$ cat config.mk
export PLATFORM = sky130hd
export DESIGN_NAME = bmd_ep
export DESIGN_NICKNAME = d
export VERILOG_FILES = /design/src/verilog/bmd_pkg.sv /design/src/verilog/bmd_fifo.sv /design/src/verilog/bmd_regs.sv /design/src/verilog/bmd_sample_pack.sv /design/src/verilog/bmd_mwr_engine.sv /design/src/verilog/bmd_ep.sv
export SDC_FILE = /design/constraint.sdc
export NUM_CORES = 2
export LEC_CHECK = 0
export ABC_CLOCK_PERIOD_IN_PS = 11800
export BUFFER_PORTS_ARGS = -buffer_cell sky130_fd_sc_hd__buf_2
export CORE_ASPECT_RATIO = 1.5
export CORE_UTILIZATION = 29
export DETAILED_ROUTE_END_ITERATION = 10
export GPL_ROUTABILITY_DRIVEN = 0
export PLACE_DENSITY_LB_ADDON = 0.2
export SLEW_MARGIN = 10
export SYNTH_ARGS = -nofsm -noshare
export SYNTH_HDL_FRONTEND = slang
export SYNTH_SLANG_ARGS = --single-unit
$ cat constraint.sdc
create_clock -name clk -period 11.8 [get_ports clk]
set_clock_uncertainty 0.2 [all_clocks]
set_input_delay 0 -clock clk [delete_from_list [all_inputs] [get_ports clk]]
set_output_delay 0 -clock clk [all_outputs]
set_load 0.01 [all_outputs]
$ cat src/verilog/bmd_pkg.sv
//--------------------------------------------------------------------------
// Bus-master DMA endpoint shared definitions
// Widths, register map, transmit beat and status word layout
//--------------------------------------------------------------------------
package bmd_pkg;

    //----------------------------------------------------------------------
    // Widths
    //----------------------------------------------------------------------
    localparam int DATA_W     = 32;     // Transmit word and register width
    localparam int SAMPLE_W   = 12;     // One ADC sample
    localparam int LEN_W      = 8;      // Words per buffer
    localparam int REG_ADDR_W = 3;
    localparam int TAG_W      = 8;

    typedef logic [31:0] addr_t;        // Buffer address
    typedef logic [31:0] word_t;        // Packed sample pair

    //----------------------------------------------------------------------
    // Register map
    //----------------------------------------------------------------------
    localparam logic [REG_ADDR_W-1:0] REG_CTRL      = 3'd0;
    localparam logic [REG_ADDR_W-1:0] REG_MWR_LEN   = 3'd1;
    localparam logic [REG_ADDR_W-1:0] REG_BUF_PUSH  = 3'd2;  // Write only
    localparam logic [REG_ADDR_W-1:0] REG_DONE_POP  = 3'd3;  // Read pops
    localparam logic [REG_ADDR_W-1:0] REG_STATUS    = 3'd4;
    localparam logic [REG_ADDR_W-1:0] REG_TLP_COUNT = 3'd5;

    localparam int CTRL_RUN_BIT      = 0;  // Level
    localparam int CTRL_INIT_RST_BIT = 1;  // Self-clearing pulse

    // One beat on the transmit side, header or data
    typedef struct packed {
        logic              sof;
        logic              eof;
        logic [TAG_W-1:0]  tag;
        logic [LEN_W-1:0]  len;
        logic [DATA_W-1:0] data;    // Address on header, sample word otherwise
    } mwr_beat_t;

    // Status register with busy in the top bit
    typedef struct packed {
        logic       busy;
        logic [6:0] rsvd;
        logic [7:0] drop_cnt;       // Saturates at 255
        logic [7:0] done_cnt;
        logic [7:0] free_cnt;
    } status_t;

endpackage

$ cat src/verilog/bmd_fifo.sv
`timescale 1ns/1ps
//--------------------------------------------------------------------------
// Synchronous FIFO with a type-parameter payload
// Head visible without latency, occupancy count for status
//--------------------------------------------------------------------------
module bmd_fifo #(
    parameter type payload_t = logic [31:0],
    parameter int  DEPTH     = 16
) (
    input  logic       clk,
    input  logic       rst_n,
    input  logic       clear_i,
    input  logic       push_i,
    input  payload_t   din_i,
    input  logic       pop_i,
    output payload_t   dout_o,
    output logic       empty_o,
    output logic       full_o,
    output logic [7:0] count_o
);

    localparam int PTR_W = (DEPTH > 1) ? $clog2(DEPTH) : 1;

    payload_t         mem [DEPTH];
    logic [PTR_W-1:0] wr_ptr;
    logic [PTR_W-1:0] rd_ptr;
    logic [7:0]       count_q;
    logic             do_push;
    logic             do_pop;

    // Wrap explicitly so non power-of-two depths work
    function automatic logic [PTR_W-1:0] ptr_inc(input logic [PTR_W-1:0] ptr);
        return (ptr == PTR_W'(DEPTH - 1)) ? '0 : ptr + 1'b1;
    endfunction

    assign do_push = push_i && !full_o;     // Push into full queue ignored
    assign do_pop  = pop_i && !empty_o;
    assign full_o  = (count_q == 8'(DEPTH));
    assign empty_o = (count_q == 8'd0);
    assign dout_o  = mem[rd_ptr];
    assign count_o = count_q;

    always_ff @(posedge clk) begin
        if (!rst_n || clear_i) begin
            wr_ptr  <= '0;
            rd_ptr  <= '0;
            count_q <= '0;
        end else begin
            if (do_push) wr_ptr <= ptr_inc(wr_ptr);
            if (do_pop)  rd_ptr <= ptr_inc(rd_ptr);
            case ({do_push, do_pop})
                2'b10:   count_q <= count_q + 8'd1;
                2'b01:   count_q <= count_q - 8'd1;
                default: count_q <= count_q;     // Both or neither
            endcase
        end
    end

    always_ff @(posedge clk) begin
        if (do_push) mem[wr_ptr] <= din_i;
    end

endmodule

$ cat src/verilog/bmd_regs.sv
`timescale 1ns/1ps
//--------------------------------------------------------------------------
// Host register block
// Run and length registers, initiator reset pulse, buffer queue access
//--------------------------------------------------------------------------
module bmd_regs (
    input  logic                           clk,
    input  logic                           rst_n,
    input  logic                           reg_wr_i,
    input  logic                           reg_rd_i,
    input  logic [bmd_pkg::REG_ADDR_W-1:0] reg_addr_i,
    input  logic [bmd_pkg::DATA_W-1:0]     reg_wdata_i,
    output logic                           rd_valid_o,
    output logic [bmd_pkg::DATA_W-1:0]     rd_data_o,
    output logic                           run_o,
    output logic                           init_rst_o,
    output logic [bmd_pkg::LEN_W-1:0]      mwr_len_o,
    output logic                           buf_push_o,
    output bmd_pkg::addr_t                 buf_addr_o,
    output logic                           done_pop_o,
    input  bmd_pkg::addr_t                 done_head_i,
    input  logic                           done_empty_i,
    input  bmd_pkg::status_t               status_i,
    input  logic [bmd_pkg::DATA_W-1:0]     tlp_count_i
);

    import bmd_pkg::*;

    logic              run_q;
    logic              init_rst_q;
    logic [LEN_W-1:0]  len_q;
    logic              rd_valid_q;
    logic [DATA_W-1:0] rd_data_q;
    logic [DATA_W-1:0] rd_mux;
    logic              wr_ctrl;
    logic              wr_len;

    assign wr_ctrl = reg_wr_i && (reg_addr_i == REG_CTRL);
    assign wr_len  = reg_wr_i && (reg_addr_i == REG_MWR_LEN);

    // Queue strobes go straight to the FIFOs, which update on the next edge
    assign buf_push_o = reg_wr_i && (reg_addr_i == REG_BUF_PUSH);
    assign buf_addr_o = reg_wdata_i;
    assign done_pop_o = reg_rd_i && (reg_addr_i == REG_DONE_POP) && !done_empty_i;

    //----------------------------------------------------------------------
    // Read mux
    //----------------------------------------------------------------------
    always_comb begin
        case (reg_addr_i)
            REG_CTRL:      rd_mux = {{(DATA_W-1){1'b0}}, run_q};
            REG_MWR_LEN:   rd_mux = {{(DATA_W-LEN_W){1'b0}}, len_q};
            REG_DONE_POP:  rd_mux = done_empty_i ? '0 : done_head_i;
            REG_STATUS:    rd_mux = status_i;
            REG_TLP_COUNT: rd_mux = tlp_count_i;
            default:       rd_mux = '0;     // Unmapped and write-only
        endcase
    end

    //----------------------------------------------------------------------
    // Control registers
    //----------------------------------------------------------------------
    always_ff @(posedge clk) begin
        if (!rst_n) begin
            run_q      <= 1'b0;
            len_q      <= '0;
            init_rst_q <= 1'b0;
            rd_valid_q <= 1'b0;
        end else begin
            init_rst_q <= wr_ctrl && reg_wdata_i[CTRL_INIT_RST_BIT];  // One cycle
            rd_valid_q <= reg_rd_i;
            if (wr_ctrl) begin
                run_q <= reg_wdata_i[CTRL_RUN_BIT];
            end
            if (wr_len) begin
                len_q <= reg_wdata_i[LEN_W-1:0];
            end
        end
    end

    // Head is captured in the same cycle the pop is issued
    always_ff @(posedge clk) begin
        if (reg_rd_i) begin
            rd_data_q <= rd_mux;
        end
    end

    assign rd_valid_o = rd_valid_q;
    assign rd_data_o  = rd_data_q;
    assign run_o      = run_q;
    assign init_rst_o = init_rst_q;
    assign mwr_len_o  = len_q;

endmodule

$ cat src/verilog/bmd_sample_pack.sv
`timescale 1ns/1ps
//--------------------------------------------------------------------------
// ADC sample packer
// Two 12-bit samples per word, counts words lost to a full queue
//--------------------------------------------------------------------------
module bmd_sample_pack (
    input  logic                         clk,
    input  logic                         rst_n,
    input  logic                         init_rst_i,
    input  logic                         adc_valid_i,
    input  logic [bmd_pkg::SAMPLE_W-1:0] adc1_i,
    input  logic [bmd_pkg::SAMPLE_W-1:0] adc2_i,
    input  logic                         sample_full_i,
    output logic                         push_o,
    output bmd_pkg::word_t               word_o,
    output logic [7:0]                   drop_count_o
);

    import bmd_pkg::*;

    localparam int HI_LSB = 16;     // adc2 lane

    logic       pend_q;
    word_t      word_q;
    logic [7:0] drop_q;

    // Fullness is judged when the word reaches the queue
    assign push_o       = pend_q && !sample_full_i;
    assign word_o       = word_q;
    assign drop_count_o = drop_q;

    always_ff @(posedge clk) begin
        if (!rst_n || init_rst_i) begin
            pend_q <= 1'b0;
            drop_q <= '0;
        end else begin
            pend_q <= adc_valid_i;
            if (pend_q && sample_full_i && drop_q != 8'hff) begin
                drop_q <= drop_q + 8'd1;    // Saturating
            end
        end
    end

    always_ff @(posedge clk) begin
        if (adc_valid_i) begin
            word_q <= {{(DATA_W-HI_LSB-SAMPLE_W){1'b0}}, adc2_i,
                       {(HI_LSB-SAMPLE_W){1'b0}}, adc1_i};
        end
    end

endmodule

$ cat src/verilog/bmd_mwr_engine.sv
`timescale 1ns/1ps
//--------------------------------------------------------------------------
// Memory-write engine
// One header beat then a programmed number of data beats per free buffer
//--------------------------------------------------------------------------
module bmd_mwr_engine (
    input  logic                      clk,
    input  logic                      rst_n,
    input  logic                      init_rst_i,
    input  logic                      run_i,
    input  logic [bmd_pkg::LEN_W-1:0] mwr_len_i,
    input  logic                      free_empty_i,
    input  bmd_pkg::addr_t            free_head_i,
    output logic                      free_pop_o,
    input  logic [7:0]                sample_count_i,
    input  bmd_pkg::word_t            sample_head_i,
    output logic                      sample_pop_o,
    input  logic                      done_full_i,
    output logic                      done_push_o,
    output bmd_pkg::addr_t            done_addr_o,
    output logic                      tx_valid_o,
    output bmd_pkg::mwr_beat_t        tx_beat_o,
    input  logic                      tx_ready_i,
    output logic                      busy_o,
    output logic [31:0]               tlp_count_o
);

    import bmd_pkg::*;

    typedef enum logic [1:0] {
        ST_IDLE,
        ST_HDR,
        ST_DATA
    } state_t;

    state_t           state_q;
    logic [TAG_W-1:0] tag_q;
    logic [31:0]      tlp_count_q;
    logic [LEN_W-1:0] remain_q;     // Data beats still to send
    logic [LEN_W-1:0] len_q;
    addr_t            addr_q;
    logic             start;
    logic             hdr_xfer;
    logic             data_xfer;
    logic             last_beat;

    // A whole buffer's worth of samples must be queued before starting
    assign start = (state_q == ST_IDLE) && run_i && !free_empty_i && !done_full_i
                 && (mwr_len_i != '0) && (sample_count_i >= mwr_len_i);

    assign hdr_xfer  = (state_q == ST_HDR) && tx_ready_i;
    assign data_xfer = (state_q == ST_DATA) && tx_ready_i;
    assign last_beat = (remain_q == LEN_W'(1));

    assign free_pop_o   = hdr_xfer;
    assign sample_pop_o = data_xfer;
    assign done_push_o  = data_xfer && last_beat;
    assign done_addr_o  = addr_q;
    assign tx_valid_o   = (state_q != ST_IDLE);
    assign busy_o       = (state_q != ST_IDLE);
    assign tlp_count_o  = tlp_count_q;

    //----------------------------------------------------------------------
    // Beat formation held stable while stalled
    //----------------------------------------------------------------------
    always_comb begin
        tx_beat_o     = '0;
        tx_beat_o.tag = tag_q;
        tx_beat_o.len = len_q;
        case (state_q)
            ST_HDR: begin
                tx_beat_o.sof  = 1'b1;
                tx_beat_o.data = addr_q;
            end
            ST_DATA: begin
                tx_beat_o.eof  = last_beat;
                tx_beat_o.data = sample_head_i;     // Head only moves on transfer
            end
            default: tx_beat_o.data = '0;
        endcase
    end

    //----------------------------------------------------------------------
    // FSM and counters
    //----------------------------------------------------------------------
    always_ff @(posedge clk) begin
        if (!rst_n || init_rst_i) begin
            state_q     <= ST_IDLE;     // Abandons a transaction in flight
            tag_q       <= '0;
            tlp_count_q <= '0;
            remain_q    <= '0;
        end else begin
            case (state_q)
                ST_IDLE: begin
                    if (start) begin
                        state_q  <= ST_HDR;
                        remain_q <= mwr_len_i;
                    end
                end
                ST_HDR: begin
                    if (hdr_xfer) state_q <= ST_DATA;
                end
                ST_DATA: begin
                    if (data_xfer) begin
                        remain_q <= remain_q - 1'b1;
                        if (last_beat) begin
                            state_q     <= ST_IDLE;
                            tag_q       <= tag_q + 1'b1;    // Wraps at 256
                            tlp_count_q <= tlp_count_q + 32'd1;
                        end
                    end
                end
                default: state_q <= ST_IDLE;
            endcase
        end
    end

    // Buffer address and length latched for the whole transaction
    always_ff @(posedge clk) begin
        if (start) begin
            addr_q <= free_head_i;
            len_q  <= mwr_len_i;
        end
    end

endmodule

$ cat src/verilog/bmd_ep.sv
`timescale 1ns/1ps
//--------------------------------------------------------------------------
// Bus-master DMA endpoint, memory-write side
// Free and done address queues, sample queue, registers and write engine
//--------------------------------------------------------------------------
module bmd_ep #(
    parameter int ADDR_DEPTH   = 16,
    parameter int SAMPLE_DEPTH = 64
) (
    input  logic                           clk,
    input  logic                           rst_n,
    input  logic                           reg_wr_i,
    input  logic                           reg_rd_i,
    input  logic [bmd_pkg::REG_ADDR_W-1:0] reg_addr_i,
    input  logic [bmd_pkg::DATA_W-1:0]     reg_wdata_i,
    output logic                           rd_valid_o,
    output logic [bmd_pkg::DATA_W-1:0]     rd_data_o,
    input  logic                           adc_valid_i,
    input  logic [bmd_pkg::SAMPLE_W-1:0]   adc1_i,
    input  logic [bmd_pkg::SAMPLE_W-1:0]   adc2_i,
    output logic                           tx_valid_o,
    output bmd_pkg::mwr_beat_t             tx_beat_o,
    input  logic                           tx_ready_i
);

    import bmd_pkg::*;

    logic             run;
    logic             init_rst;
    logic [LEN_W-1:0] mwr_len;
    logic             busy;
    logic [31:0]      tlp_count;
    status_t          status;

    logic             buf_push;
    addr_t            buf_addr;
    logic             free_pop;
    addr_t            free_head;
    logic             free_empty;
    logic [7:0]       free_count;

    logic             done_push;
    addr_t            done_addr;
    logic             done_pop;
    addr_t            done_head;
    logic             done_empty;
    logic             done_full;
    logic [7:0]       done_count;

    logic             sample_push;
    word_t            sample_word;
    logic             sample_pop;
    word_t            sample_head;
    logic             sample_full;
    logic [7:0]       sample_count;
    logic [7:0]       drop_count;

    assign status = '{busy: busy, rsvd: '0, drop_cnt: drop_count,
                      done_cnt: done_count, free_cnt: free_count};

    bmd_regs u_regs (
        .clk, .rst_n, .reg_wr_i, .reg_rd_i, .reg_addr_i, .reg_wdata_i,
        .rd_valid_o, .rd_data_o,
        .run_o(run), .init_rst_o(init_rst), .mwr_len_o(mwr_len),
        .buf_push_o(buf_push), .buf_addr_o(buf_addr),
        .done_pop_o(done_pop), .done_head_i(done_head), .done_empty_i(done_empty),
        .status_i(status), .tlp_count_i(tlp_count)
    );

    //----------------------------------------------------------------------
    // Queues cleared by the initiator reset
    //----------------------------------------------------------------------
    bmd_fifo #(.payload_t(addr_t), .DEPTH(ADDR_DEPTH)) u_free_q (
        .clk, .rst_n, .clear_i(init_rst),
        .push_i(buf_push), .din_i(buf_addr), .pop_i(free_pop), .dout_o(free_head),
        .empty_o(free_empty), .full_o(), .count_o(free_count)   // Host push when full drops
    );

    bmd_fifo #(.payload_t(addr_t), .DEPTH(ADDR_DEPTH)) u_done_q (
        .clk, .rst_n, .clear_i(init_rst),
        .push_i(done_push), .din_i(done_addr), .pop_i(done_pop), .dout_o(done_head),
        .empty_o(done_empty), .full_o(done_full), .count_o(done_count)
    );

    bmd_fifo #(.payload_t(word_t), .DEPTH(SAMPLE_DEPTH)) u_sample_q (
        .clk, .rst_n, .clear_i(init_rst),
        .push_i(sample_push), .din_i(sample_word), .pop_i(sample_pop),
        .dout_o(sample_head), .empty_o(), .full_o(sample_full), .count_o(sample_count)
    );

    bmd_sample_pack u_pack (
        .clk, .rst_n, .init_rst_i(init_rst),
        .adc_valid_i, .adc1_i, .adc2_i,
        .sample_full_i(sample_full), .push_o(sample_push), .word_o(sample_word),
        .drop_count_o(drop_count)
    );

    bmd_mwr_engine u_engine (
        .clk, .rst_n, .init_rst_i(init_rst), .run_i(run), .mwr_len_i(mwr_len),
        .free_empty_i(free_empty), .free_head_i(free_head), .free_pop_o(free_pop),
        .sample_count_i(sample_count), .sample_head_i(sample_head),
        .sample_pop_o(sample_pop),
        .done_full_i(done_full), .done_push_o(done_push), .done_addr_o(done_addr),
        .tx_valid_o, .tx_beat_o, .tx_ready_i,
        .busy_o(busy), .tlp_count_o(tlp_count)
    );

endmodule

==> out/metrics.json <==
{
  "outcome": "complete, no violations",
  "sequentialPowerShare": 0.534,
  "vias": 52700,
  "hold_start": "reg_wdata_i[0]",
  "setup_tns_final_ns": 0,
  "synth-compound-area-share": 0.0242,
  "timing.critical_path.to_type": "output pin",
  "hold_path_class": "in2reg",
  "worst_r2r_path_depth": 16,
  "pin_count_of_the_biggest_net_entering_global_routing": 128,
  "cts_repair_resize_count": 0,
  "syn2layout_area_growth_pct": 16.8,
  "slew_headroom": 0.0881,
  "fillerInstances": 34600,
  "synth_area_sq_mm": 0.108,
  "maxSlewViolCount": 0,
  "critical_path_required_ns": 11.60,
  "detailed_placer_s_ending_hpwl_microns": 171000,
  "io-pin-count": 149,
  "grt_pass1_vias": 55300,
  "cts_tree": "done",
  "final_net_count": 5620,
  "synth_top_family_by_area": "multiplexers",
  "synth_simple_gate_area_share": 0.0298,
  "synth_edf_count": 2656,
  "timing.critical_path.slowest_cell_delay_ns": 0.86,
  "worst-path-buf-inv": 3,
  "cpMaxStageDelayCell": "sky130_fd_sc_hd__dfxtp_4",
  "hold_path_end": "u_free_q.mem[5][0]",
  "power.internal_mw": 16.2,
  "portBuffers": 148,
  "floorplan.core_area_sq_mm": 0.369,
  "synthesis.area_per_instance_sq_um": 21.3,
  "crit_chain": "buf_4 -> buf_4 -> mux4_2 -> and2_1 -> a211oi_1 -> a211oi_1 -> or4_1 -> buf_2",
  "maximum_operating_frequency_ghz": 0.174,
  "synth_cell_type_count": 69,
  "final.setup.worst_slack_ns": 6.04,
  "avgRoutedWirePerCell_microns": 29.0,
  "globalRoute.totalOverflow": 0,
  "async_flop_share": 0,
  "finalSetupViolations": 0,
  "irDropWorstVdd_v": 0.000126,
  "rr_startpoint": "u_engine.state_q[0]",
  "power.share.switching": 0.205,
  "leakage_nw": 38.3,
  "min_delay_path_depth": 2,
  "share_of_the_cycle_needed_by_the_critical_path_after_routing": 0.488,
  "drtPass1Iterations": 5,
  "synth.area.mux_share": 0.158,
  "grt_first_pass_wirelength_microns": 431000,
  "cts_made_buffers": 291,
  "pre_cts_slack_ns": 6.68,
  "yosys_warning_count": 0,
  "critical_path.top_delay_family": "buffers and inverters",
  "globalRouteTotalUtil": 0.162,
  "postSynthRegisterBits": 2788,
  "detailedRoute.firstIterationViolations": 4435,
  "cts_root_buffer": "sky130_fd_sc_hd__clkbuf_16",
  "synth_fp_nets": 5159,
  "cts-root-to-sink-buffers": 4,
  "max_slew.worst_pin.slew_ns": 1.35,
  "p_clk_frac": 0.451,
  "fp.dieW_microns": 500,
  "crit_cells": 8,
  "worstSetupStartpointType": "register",
  "clk_pin_slew_ns": 0.06,
  "power_switching_mw": 4.18,
  "pwr_density_cell_mw_per_mm2": 162,
  "start_util": 0.292,
  "cts-htree-levels": 5,
  "antenna_found_initial": 21,
  "combinational_power_share": 0.015,
  "numClockSinks": 2788,
  "fp.dieArea_sq_mm": 0.374,
  "ant_nets": 0,
  "floorplan.die.height_microns": 748,
  "synth_xor_area_frac": 0.00602,
  "yosys_most_used_dff": "sky130_fd_sc_hd__edfxtp_1",
  "postSynthCellCount": 5055,
  "rows": 273,
  "final_layout_size_suffix_gt1_frac": 0.276,
  "hold_viol": 0,
  "capture_instance_of_the_worst_register_to_register_path": "u_done_q.count_o[4]",
  "regToRegSetupSlack_ns": 7.30,
  "remaining_drc_errors": 0,
  "period_needed_ns": 5.76,
  "grt_setup_unrepaired": "false",
  "via_per_inst": 4.98,
  "clock_insertion_delay_worst_skew_ns": 0.90,
  "synthAdderAreaFrac": 0.00453,
  "max_cap_violations": 0,
  "synth.yosys.seq_area_share": 0.765,
  "timing.critical_path.arrival_ns": 5.56,
  "path_class": "reg2out",
  "critPathMaxFanout": 39,
  "wirelength_microns": 307000
}
==> cell families (layout without fill, tap and decap cells) <==
| family | count (synthesis) | count (layout) |
|---|---|---|
| fa+ha+maj | 39 | 39 |
| flops | 2788 | 2788 |
| compound gates | 384 | 384 |
| buf+inv | 323 | 1001 |
| mux | 825 | 825 |
| other cells | 0 | 32 |
| xor+xnor | 74 | 74 |
| simple gates | 622 | 622 |
==> cell usage after synthesis (10+ instances only) <==
| master | count | share of area |
|---|---|---|
| sky130_fd_sc_hd__nor3_1 | 48 | 0.0022 |
| sky130_fd_sc_hd__nand3_1 | 39 | 0.0018 |
| sky130_fd_sc_hd__and2_1 | 73 | 0.0042 |
| sky130_fd_sc_hd__inv_1 | 32 | 0.0011 |
| sky130_fd_sc_hd__a31oi_1 | 10 | 0.00058 |
| sky130_fd_sc_hd__o2bb2ai_1 | 24 | 0.0020 |
| sky130_fd_sc_hd__buf_2 | 49 | 0.0023 |
| sky130_fd_sc_hd__a22oi_1 | 10 | 0.00070 |
| sky130_fd_sc_hd__a21oi_1 | 59 | 0.0027 |
| sky130_fd_sc_hd__xor2_1 | 41 | 0.0033 |
| sky130_fd_sc_hd__nand4_1 | 23 | 0.0013 |
| sky130_fd_sc_hd__nor2b_1 | 20 | 0.0012 |
| sky130_fd_sc_hd__nand2_1 | 85 | 0.0030 |
| sky130_fd_sc_hd__mux2i_1 | 115 | 0.011 |
| sky130_fd_sc_hd__mux4_2 | 703 | 0.15 |
| sky130_fd_sc_hd__a221oi_1 | 12 | 0.00098 |
| sky130_fd_sc_hd__a211oi_1 | 100 | 0.0070 |
| sky130_fd_sc_hd__nor4_1 | 13 | 0.00076 |
| sky130_fd_sc_hd__nor2_1 | 191 | 0.0067 |
| sky130_fd_sc_hd__or4_1 | 28 | 0.0020 |
| sky130_fd_sc_hd__ha_1 | 39 | 0.0045 |
| sky130_fd_sc_hd__clkbuf_1 | 184 | 0.0064 |
| sky130_fd_sc_hd__dfxtp_1 | 132 | 0.025 |
| sky130_fd_sc_hd__o22ai_1 | 51 | 0.0030 |
| sky130_fd_sc_hd__xnor2_1 | 33 | 0.0027 |
| sky130_fd_sc_hd__o21ai_0 | 62 | 0.0029 |
| sky130_fd_sc_hd__buf_1 | 54 | 0.0019 |
| sky130_fd_sc_hd__and3_1 | 24 | 0.0014 |
| sky130_fd_sc_hd__a22o_1 | 19 | 0.0015 |
| sky130_fd_sc_hd__nand2b_1 | 12 | 0.00070 |
| sky130_fd_sc_hd__or3_1 | 23 | 0.0013 |
| sky130_fd_sc_hd__edfxtp_1 | 2656 | 0.74 |
==> power by group through the flow <==
stage | sequential [mW] | combinational [mW] | clock (mW)
global route | 10.9 | 0.338 | 9.73
floorplan | 11.1 | 0.0466 | 0
finish | 10.9 | 0.315 | 9.17
CTS | 10.9 | 0.325 | 9.41
global placement | 11.1 | 0.276 | 0
detailed placement | 11.1 | 0.288 | 0
==> worst max-delay path by stage <==
stage                        startpoint                  to  slack (ns)
finish                         register       tx_beat_o[27]        6.04
CTS                            register        tx_beat_o[9]        5.71
global route                   register        tx_beat_o[9]        5.59
global placement               register        tx_beat_o[9]        6.65
floorplan           u_free_q.count_o[1]  u_free_q.mem[3][0]        7.46
detailed placement             register        tx_beat_o[9]        6.68
==> cell usage in the layout, fill, tap and decap left out, types with 13 or more instances in the layout <==
cell type | synthesis | final
sky130_fd_sc_hd__diode_2 | 0 | 32
sky130_fd_sc_hd__nor2b_1 | 20 | 19
sky130_fd_sc_hd__or3_1 | 23 | 23
sky130_fd_sc_hd__clkbuf_16 | 0 | 294
sky130_fd_sc_hd__nor2_4 | 0 | 14
sky130_fd_sc_hd__mux4_2 | 703 | 703
sky130_fd_sc_hd__mux2i_1 | 115 | 115
sky130_fd_sc_hd__bufinv_16 | 0 | 29
sky130_fd_sc_hd__and3_1 | 24 | 24
sky130_fd_sc_hd__a21oi_1 | 59 | 57
sky130_fd_sc_hd__buf_4 | 1 | 176
sky130_fd_sc_hd__nor4_1 | 13 | 13
sky130_fd_sc_hd__nand3_1 | 39 | 39
sky130_fd_sc_hd__or4_1 | 28 | 28
sky130_fd_sc_hd__and2_1 | 73 | 61
sky130_fd_sc_hd__a211oi_1 | 100 | 100
sky130_fd_sc_hd__xor2_1 | 41 | 41
sky130_fd_sc_hd__dlygate4sd3_1 | 0 | 128
sky130_fd_sc_hd__o2bb2ai_1 | 24 | 24
sky130_fd_sc_hd__ha_1 | 39 | 39
sky130_fd_sc_hd__nor2_2 | 0 | 62
sky130_fd_sc_hd__buf_2 | 49 | 148
sky130_fd_sc_hd__dfxtp_1 | 132 | 120
sky130_fd_sc_hd__clkbuf_1 | 184 | 59
sky130_fd_sc_hd__nand2_1 | 85 | 85
sky130_fd_sc_hd__inv_6 | 0 | 13
sky130_fd_sc_hd__o21ai_0 | 62 | 56
sky130_fd_sc_hd__a22o_1 | 19 | 19
sky130_fd_sc_hd__clkinv_1 | 0 | 45
sky130_fd_sc_hd__inv_1 | 32 | 32
sky130_fd_sc_hd__o22ai_1 | 51 | 51
sky130_fd_sc_hd__nand4_1 | 23 | 23
sky130_fd_sc_hd__edfxtp_1 | 2656 | 2656
sky130_fd_sc_hd__nor2_1 | 191 | 115
sky130_fd_sc_hd__nor3_1 | 48 | 42
sky130_fd_sc_hd__xnor2_1 | 33 | 33
sky130_fd_sc_hd__clkinv_2 | 0 | 45
==> per-stage QoR <==
stage / instances / power [mW] / area, sq um / util / hold WS (ns)
3_3_place_gp: 9907 / 11.4 / 115000 / 0.312 / -0.0238
5_1_grt: 10600 / 20.9 / 126000 / 0.341 / 0.0491
3_5_place_dp: 9907 / 11.4 / 115000 / 0.312 / -0.0219
2_1_floorplan: 5055 / 11.2 / 108000 / - / -0.101
4_1_cts: 10500 / 20.6 / 126000 / 0.341 / 0.00422
6_report: 10600 / 20.4 / 126000 / 0.341 / 0.0560
==> cell type report <==
type | instances | area (sq um) | area share
Sequential cell | 2788 | 82400 | 0.655
Multi-Input combinational cell | 1944 | 24400 | 0.194
Clock buffer | 356 | 7620 | 0.0606
Tap cell | 4812 | 6020 | 0.0479
Timing Repair Buffer | 458 | 3460 | 0.0275
Clock inverter | 154 | 1670 | 0.0133
Inverter | 33 | 129 | 0.00102
Antenna cell | 32 | 80.1 | 0.000637
==> flip-flops by register name (all words and copies together), names as in the netlist, 2 cells and up, named ones only <==
signal and count:
u_sample_q.mem 1536, u_done_q.mem 512, u_free_q.mem 512, u_engine.done_addr_o 32, u_engine.tlp_count_o 32, u_regs.rd_data_o 32, u_pack.word_o 24, u_done_q.count_o 8
u_engine.len_q 8, u_engine.remain_q 8, u_engine.tag_q 8, u_free_q.count_o 8, u_pack.drop_count_o 8, u_regs.mwr_len_o 8, u_sample_q.count_o 8, u_sample_q.rd_ptr 6
u_sample_q.wr_ptr 6, u_done_q.rd_ptr 4, u_done_q.wr_ptr 4, u_free_q.rd_ptr 4, u_free_q.wr_ptr 4, u_engine.state_q 2
==> layer usage <==
layer  routed length [microns]  GRT usage  vias to the layer above  part of all wire
met3                     12600     0.0202                      362             0.041
met2                    162000      0.292                     1278              0.53
met1                    125000      0.202                    29000              0.41
met5                        55          0                        -           0.00018
li1                          -          -                    22100                 -
met4                      7290     0.0432                        8             0.024
==> repair_timing <==
action	in CTS	in global routing
hold buffers	128	0
endpoints found under the hold margin	723	0
buffers inserted	0	0
==> worst register-to-register path, delay by kind of cell (launching register included) <==
kind | cells | cell delay, ns
DFF | 1 | 0.34
and+or+nand+nor | 7 | 1.83
AOI/OAI and AO/OA | 1 | 0.13
buffers and inverters | 3 | 0.69
xor gates and xnor gates | 2 | 0.38
adders and majority gates | 3 | 0.89
(Power assumes the default switching activity.)
